`src/common/l1i_pkg.sv`:
```
// Shared widths and types of the L1 instruction cache subsystem
// The fetch address is a union so the same word can be read raw
// or split into tag, set index, word offset and byte bits
// Imported by the cache core, the LRU, the refill unit and the top level
package l1i_pkg;

	// --------------------------------------------------
	// Widths
	// --------------------------------------------------
	localparam int ADDR_WIDTH   = 32;
	localparam int WORD_WIDTH   = 32;
	localparam int LINE_WORDS   = 4;
	localparam int LINE_WIDTH   = LINE_WORDS * WORD_WIDTH;
	// Word select inside a line
	localparam int OFFSET_WIDTH = 2;
	// 16 sets
	localparam int IDX_WIDTH    = 4;
	localparam int BYTE_WIDTH   = 2;
	localparam int TAG_WIDTH    = ADDR_WIDTH - IDX_WIDTH - OFFSET_WIDTH - BYTE_WIDTH;

	// --------------------------------------------------
	// Fetch address
	// --------------------------------------------------
	typedef struct packed {
		logic [TAG_WIDTH-1:0]    tag;
		logic [IDX_WIDTH-1:0]    idx;
		logic [OFFSET_WIDTH-1:0] offset;
		// Always zero for word fetches
		logic [BYTE_WIDTH-1:0]   byte_ofs;
	} l1i_addr_fields_s;

	typedef union packed {
		logic [ADDR_WIDTH-1:0] raw;
		l1i_addr_fields_s      fields;
	} l1i_addr_u;

	// Tag store word, one per way and set
	typedef struct packed {
		logic                 val;
		logic [TAG_WIDTH-1:0] tag;
	} l1i_tag_entry_s;

	// Miss request from the cache core to the refill unit
	typedef struct packed {
		l1i_addr_u addr;
	} l1i_line_req_s;

endpackage

```
`src/l1i/l1i_refill.sv`:
```
// Refill unit of the L1 instruction cache
// Turns one line request into LINE_WORDS single word reads on the
// memory bus, one outstanding at a time, at increasing word addresses
// Returned words shift into a line register with word 0 at the bottom
// line_ack pulses the cycle after the last word arrives
module l1i_refill (
	input  logic                             clk,
	input  logic                             arst_n,
	input  logic                             line_req_val,
	input  l1i_pkg::l1i_line_req_s           line_req,
	output logic                             line_ack,
	output logic [l1i_pkg::LINE_WIDTH-1:0]   line_data,
	output logic                             mem_req_val,
	output logic [l1i_pkg::ADDR_WIDTH-1:0]   mem_req_addr,
	input  logic                             mem_rsp_val,
	input  logic [l1i_pkg::WORD_WIDTH-1:0]   mem_rsp_data
);

	import l1i_pkg::*;

	typedef enum logic [1:0] {
		s_idle,
		s_issue,
		s_wait
	} refill_state_e;

	refill_state_e           state;
	logic [OFFSET_WIDTH-1:0] word_cnt;
	logic                    line_ack_q;
	logic [LINE_WIDTH-1:0]   line_q;
	l1i_addr_u               word_addr;

	// --------------------------------------------------
	// FSM and word counter
	// --------------------------------------------------
	always_ff @(posedge clk or negedge arst_n) begin
		if (!arst_n) begin
			state      <= s_idle;
			word_cnt   <= '0;
			line_ack_q <= 1'b0;
		end else begin
			line_ack_q <= 1'b0;
			case (state)
				s_idle: begin
					// Request is still high in the ack cycle
					if (line_req_val && !line_ack_q) begin
						state    <= s_issue;
						word_cnt <= '0;
					end
				end
				s_issue: state <= s_wait;
				s_wait: begin
					if (mem_rsp_val) begin
						word_cnt <= word_cnt + 1'b1;
						if (word_cnt == OFFSET_WIDTH'(LINE_WORDS - 1)) begin
							state      <= s_idle;
							line_ack_q <= 1'b1;
						end else begin
							state <= s_issue;
						end
					end
				end
				default: state <= s_idle;
			endcase
		end
	end

	// Newest word enters at the top
	always_ff @(posedge clk) begin
		if (state == s_wait && mem_rsp_val) begin
			line_q <= {mem_rsp_data, line_q[LINE_WIDTH-1:WORD_WIDTH]};
		end
	end

	// Word address inside the requested line
	always_comb begin
		word_addr                 = line_req.addr;
		word_addr.fields.offset   = word_cnt;
		word_addr.fields.byte_ofs = '0;
	end

	assign mem_req_val  = (state == s_issue);
	assign mem_req_addr = word_addr.raw;
	assign line_ack     = line_ack_q;
	assign line_data    = line_q;

endmodule

```
`config.mk`:
```
export PLATFORM = sky130hd
export DESIGN_NAME = l1i_refill
export DESIGN_NICKNAME = d
export VERILOG_FILES = /design/src/common/l1i_pkg.sv /design/src/l1i/l1i_refill.sv
export SDC_FILE = /design/constraint.sdc
export NUM_CORES = 1
export LEC_CHECK = 0
export BUFFER_PORTS_ARGS = -buffer_cell sky130_fd_sc_hd__buf_2
export CAP_MARGIN = 20
export CORE_UTILIZATION = 40
export DETAILED_ROUTE_END_ITERATION = 8
export PLACE_DENSITY = 0.75
export SYNTH_ARGS = -nofsm -noshare
export SYNTH_HDL_FRONTEND = slang
export SYNTH_SLANG_ARGS = --single-unit
```
`constraint.sdc`:
```
create_clock -name clk -period 3.88 [get_ports clk]
set_input_delay 1.164 -clock clk [delete_from_list [all_inputs] [get_ports clk]]
set_output_delay 1.164 -clock clk [all_outputs]
set_load 0.03 [all_outputs]
```
==> run metrics <==
grt ovf=0; hold path cells=0; #FFs+latches synth=133; # diodes=0; number of port buffers=167; Mapped Area=4329 sq um; most frequent cell after synthesis=edfxtp_1; placed cell count=461; maximum fanout along the worst path=5; pwr/cell area=732.1 nW/um^2; FF-to-FF End=line_data[26]$_DFFE_PP_; setup bufs post-CTS=0; CTS clk-pin slew, worst paths=0.06 ns; vias in the first global route=2119; r2r setup slk=2.04 ns; GPL Wtd Cong=0.7963; crit path kind=flip-flop to output port; gr usage total=0.1428; critical path arrival=1.35 ns; synth warn=0; Core Box Area=10420 sq um; worst slew pin tran=0.5982 ns; critical path required time=2.72 ns; CP Capture Type=output port; Final setup viols=0; Post-Place Cell Area=5151 sq um; largest net degree at the start of global routing=53; worst vdd ir=0.3918 mV; unrepaired setup endpoints after global routing=false; H-tree Lvls=4; fmax=397.4 MHz; post-CTS resize count=0; Synth cell types=20; Synth-to-Final Area Change=31.65%; Routed WL=7.824 mm; cell area after layout=5699 sq um; residual DRC count=0; Final Hold Fails=0; share of the synthesized area in the top cell type=0.8879; post-layout min period=2.516 ns; normalized max-slew margin=0.6012; max-slew violations=0; die width=106.0 microns; startpoint types=flip-flop; pre-CTS setup slack=1.108 ns; first-pass GRT wire length=11.35 mm; max_cap viols=0; Tcrit/Tclk final=0.6486; Async S/R FF share, synth=0.03759; starting density of the core=0.4156; clk_skew=0.006357 ns; Post-synth top flop=edfxtp_1; via/cell ratio=4.353; routed len/inst=15.87 microns; router iterations before antenna repair=4; share of cells above drive strength 1=0.5714; outcome=finished clean; worst setup margin=1.364 ns; leakage power=2.243 nW; CTS tree=built; Root Driver=clkbuf_8; Cell Rows=37; Worst Hold Launch=line_data[93]$_DFFE_PP_; Top-Level Pins=230; Hold EP=line_data[61]$_DFFE_PP_; Gate Count Post-Synth=184; Final ANT Viol Nets=0; detailed placement HPWL=5.717 mm; Die ar.=11240 sq um; initial antenna violation count=0; Num CTS Buffers=17; sequential share of the synthesized area=0.9168; Worst Hold Class=flip-flop to flip-flop; hold_buf cts=0; Die Ht=106.0 microns; top area cells in the synthesized netlist=edfxtp_1, buf_4, dfrtp_1; DR iter-0 viols=117; Sink Count=133; Setup TNS=0 ns; cell count of the worst reg-to-reg path=3; clk_lat worst skew=0.50 ns; clock buffer depth=2; Non-Filler Instances=493; synth cell count leaders=edfxtp_1, buf_4, dfrtp_1; Final #Nets=413; Post-synth EDFFs=128; Syn Area/Cell=23.53 sq um; Yosys top cell by area=edfxtp_1; Critical R2R Launch=state[0]$_DFFE_PN0P_; via count=2146
state kept, by name, indices dropped and copies added, names as in the netlist:
register	count
line_ack	1
line_data	128
state	2
word_cnt	2
area by class of cell:
| type | count | area (sq um) |
|---|---|---|
| clock buffers | 17 | 414.1 |
| clock inverters | 15 | 133.9 |
| fillers | 828 | 4717 |
| inverters | 3 | 11.26 |
| multi-input cells | 19 | 130.1 |
| flip-flops and latches | 133 | 3969 |
| well taps | 136 | 170.2 |
| repair buffers | 170 | 870.8 |
routing by layer:
metal | share of wire | up-vias | global-route usage
li1 | - | 999 | -
met4 | 0.028 | 0 | 0.09226
met1 | 0.36 | 1041 | 0.1508
met2 | 0.55 | 82 | 0.2414
met3 | 0.058 | 24 | 0.05150
met5 | 0 | - | 0
report_power, final:
part	internal (W)	switching [W]
logic	0.000182	0.000598
clock network	0.000850	0.000578
registers	0.00187	0.0000945
total	0.00290	0.00127
logic make-up (layout without fill, tap and decap cells):
family,count (synthesis),count (layout),synth area share
DFF,133,133,0.9168
other,1,2,0.0008662
and+or+nand+nor,10,10,0.01590
buffers and inverters,33,205,0.05463
AOI/OAI and AO/OA,6,6,0.008960
adders and majority gates,1,1,0.002890
critical path, cell delays in order (launching register included):
cell     delay [ns]
dfrtp_1        0.45
nor2b_1        0.19
buf_2          0.22
cells in the final DEF (no fill, tap or decap):
| master | n |
|---|---|
| a21oi_1 | 2 |
| clkinv_4 | 3 |
| edfxtp_1 | 128 |
| dfrtp_1 | 5 |
| and2_4 | 1 |
| clkinv_2 | 3 |
| clkbuf_8 | 1 |
| o22ai_1 | 2 |
| and3_1 | 1 |
| ha_1 | 1 |
| nor2b_1 | 1 |
| bufinv_16 | 1 |
| nand3b_1 | 1 |
| a2bb2oi_1 | 1 |
| buf_4 | 2 |
| inv_6 | 2 |
| nand2b_1 | 1 |
| o21a_1 | 1 |
| nor3_1 | 1 |
| and2b_1 | 1 |
| nor2_1 | 1 |
| clkbuf_16 | 16 |
| nor2b_4 | 1 |
| conb_1 | 2 |
| clkinvlp_4 | 6 |
| inv_1 | 3 |
| or2_1 | 1 |
| buf_12 | 1 |
| buf_2 | 167 |
worst max path at each step:
stage | start | end | slack [ns] | depth (start not counted)
2_1_floorplan | mem_rsp_val | line_data[0]$_DFFE_PP_ | 0.54 | 2
3_3_place_gp | mem_rsp_val | line_data[12]$_DFFE_PP_ | 1.18 | 4
3_5_place_dp | mem_rsp_val | line_data[12]$_DFFE_PP_ | 1.11 | 4
4_1_cts | state[0]$_DFFE_PN0P_ | mem_req_val | 1.33 | 2
5_1_grt | state[0]$_DFFE_PN0P_ | mem_req_val | 1.26 | 2
6_report | state[0]$_DFFE_PN0P_ | mem_req_val | 1.36 | 2
through the flow:
stage                 util  hold slack [ns]  total power [W]
floorplan                -           0.5049         0.002575
global placement    0.4945           0.4246         0.002762
detailed placement  0.4945           0.4257         0.002789
CTS                 0.5471           0.4373         0.004222
global route        0.5471           0.4347         0.004339
finish              0.5471           0.4394         0.004172
No activity file was read; power rests on OpenSTA's default activity.
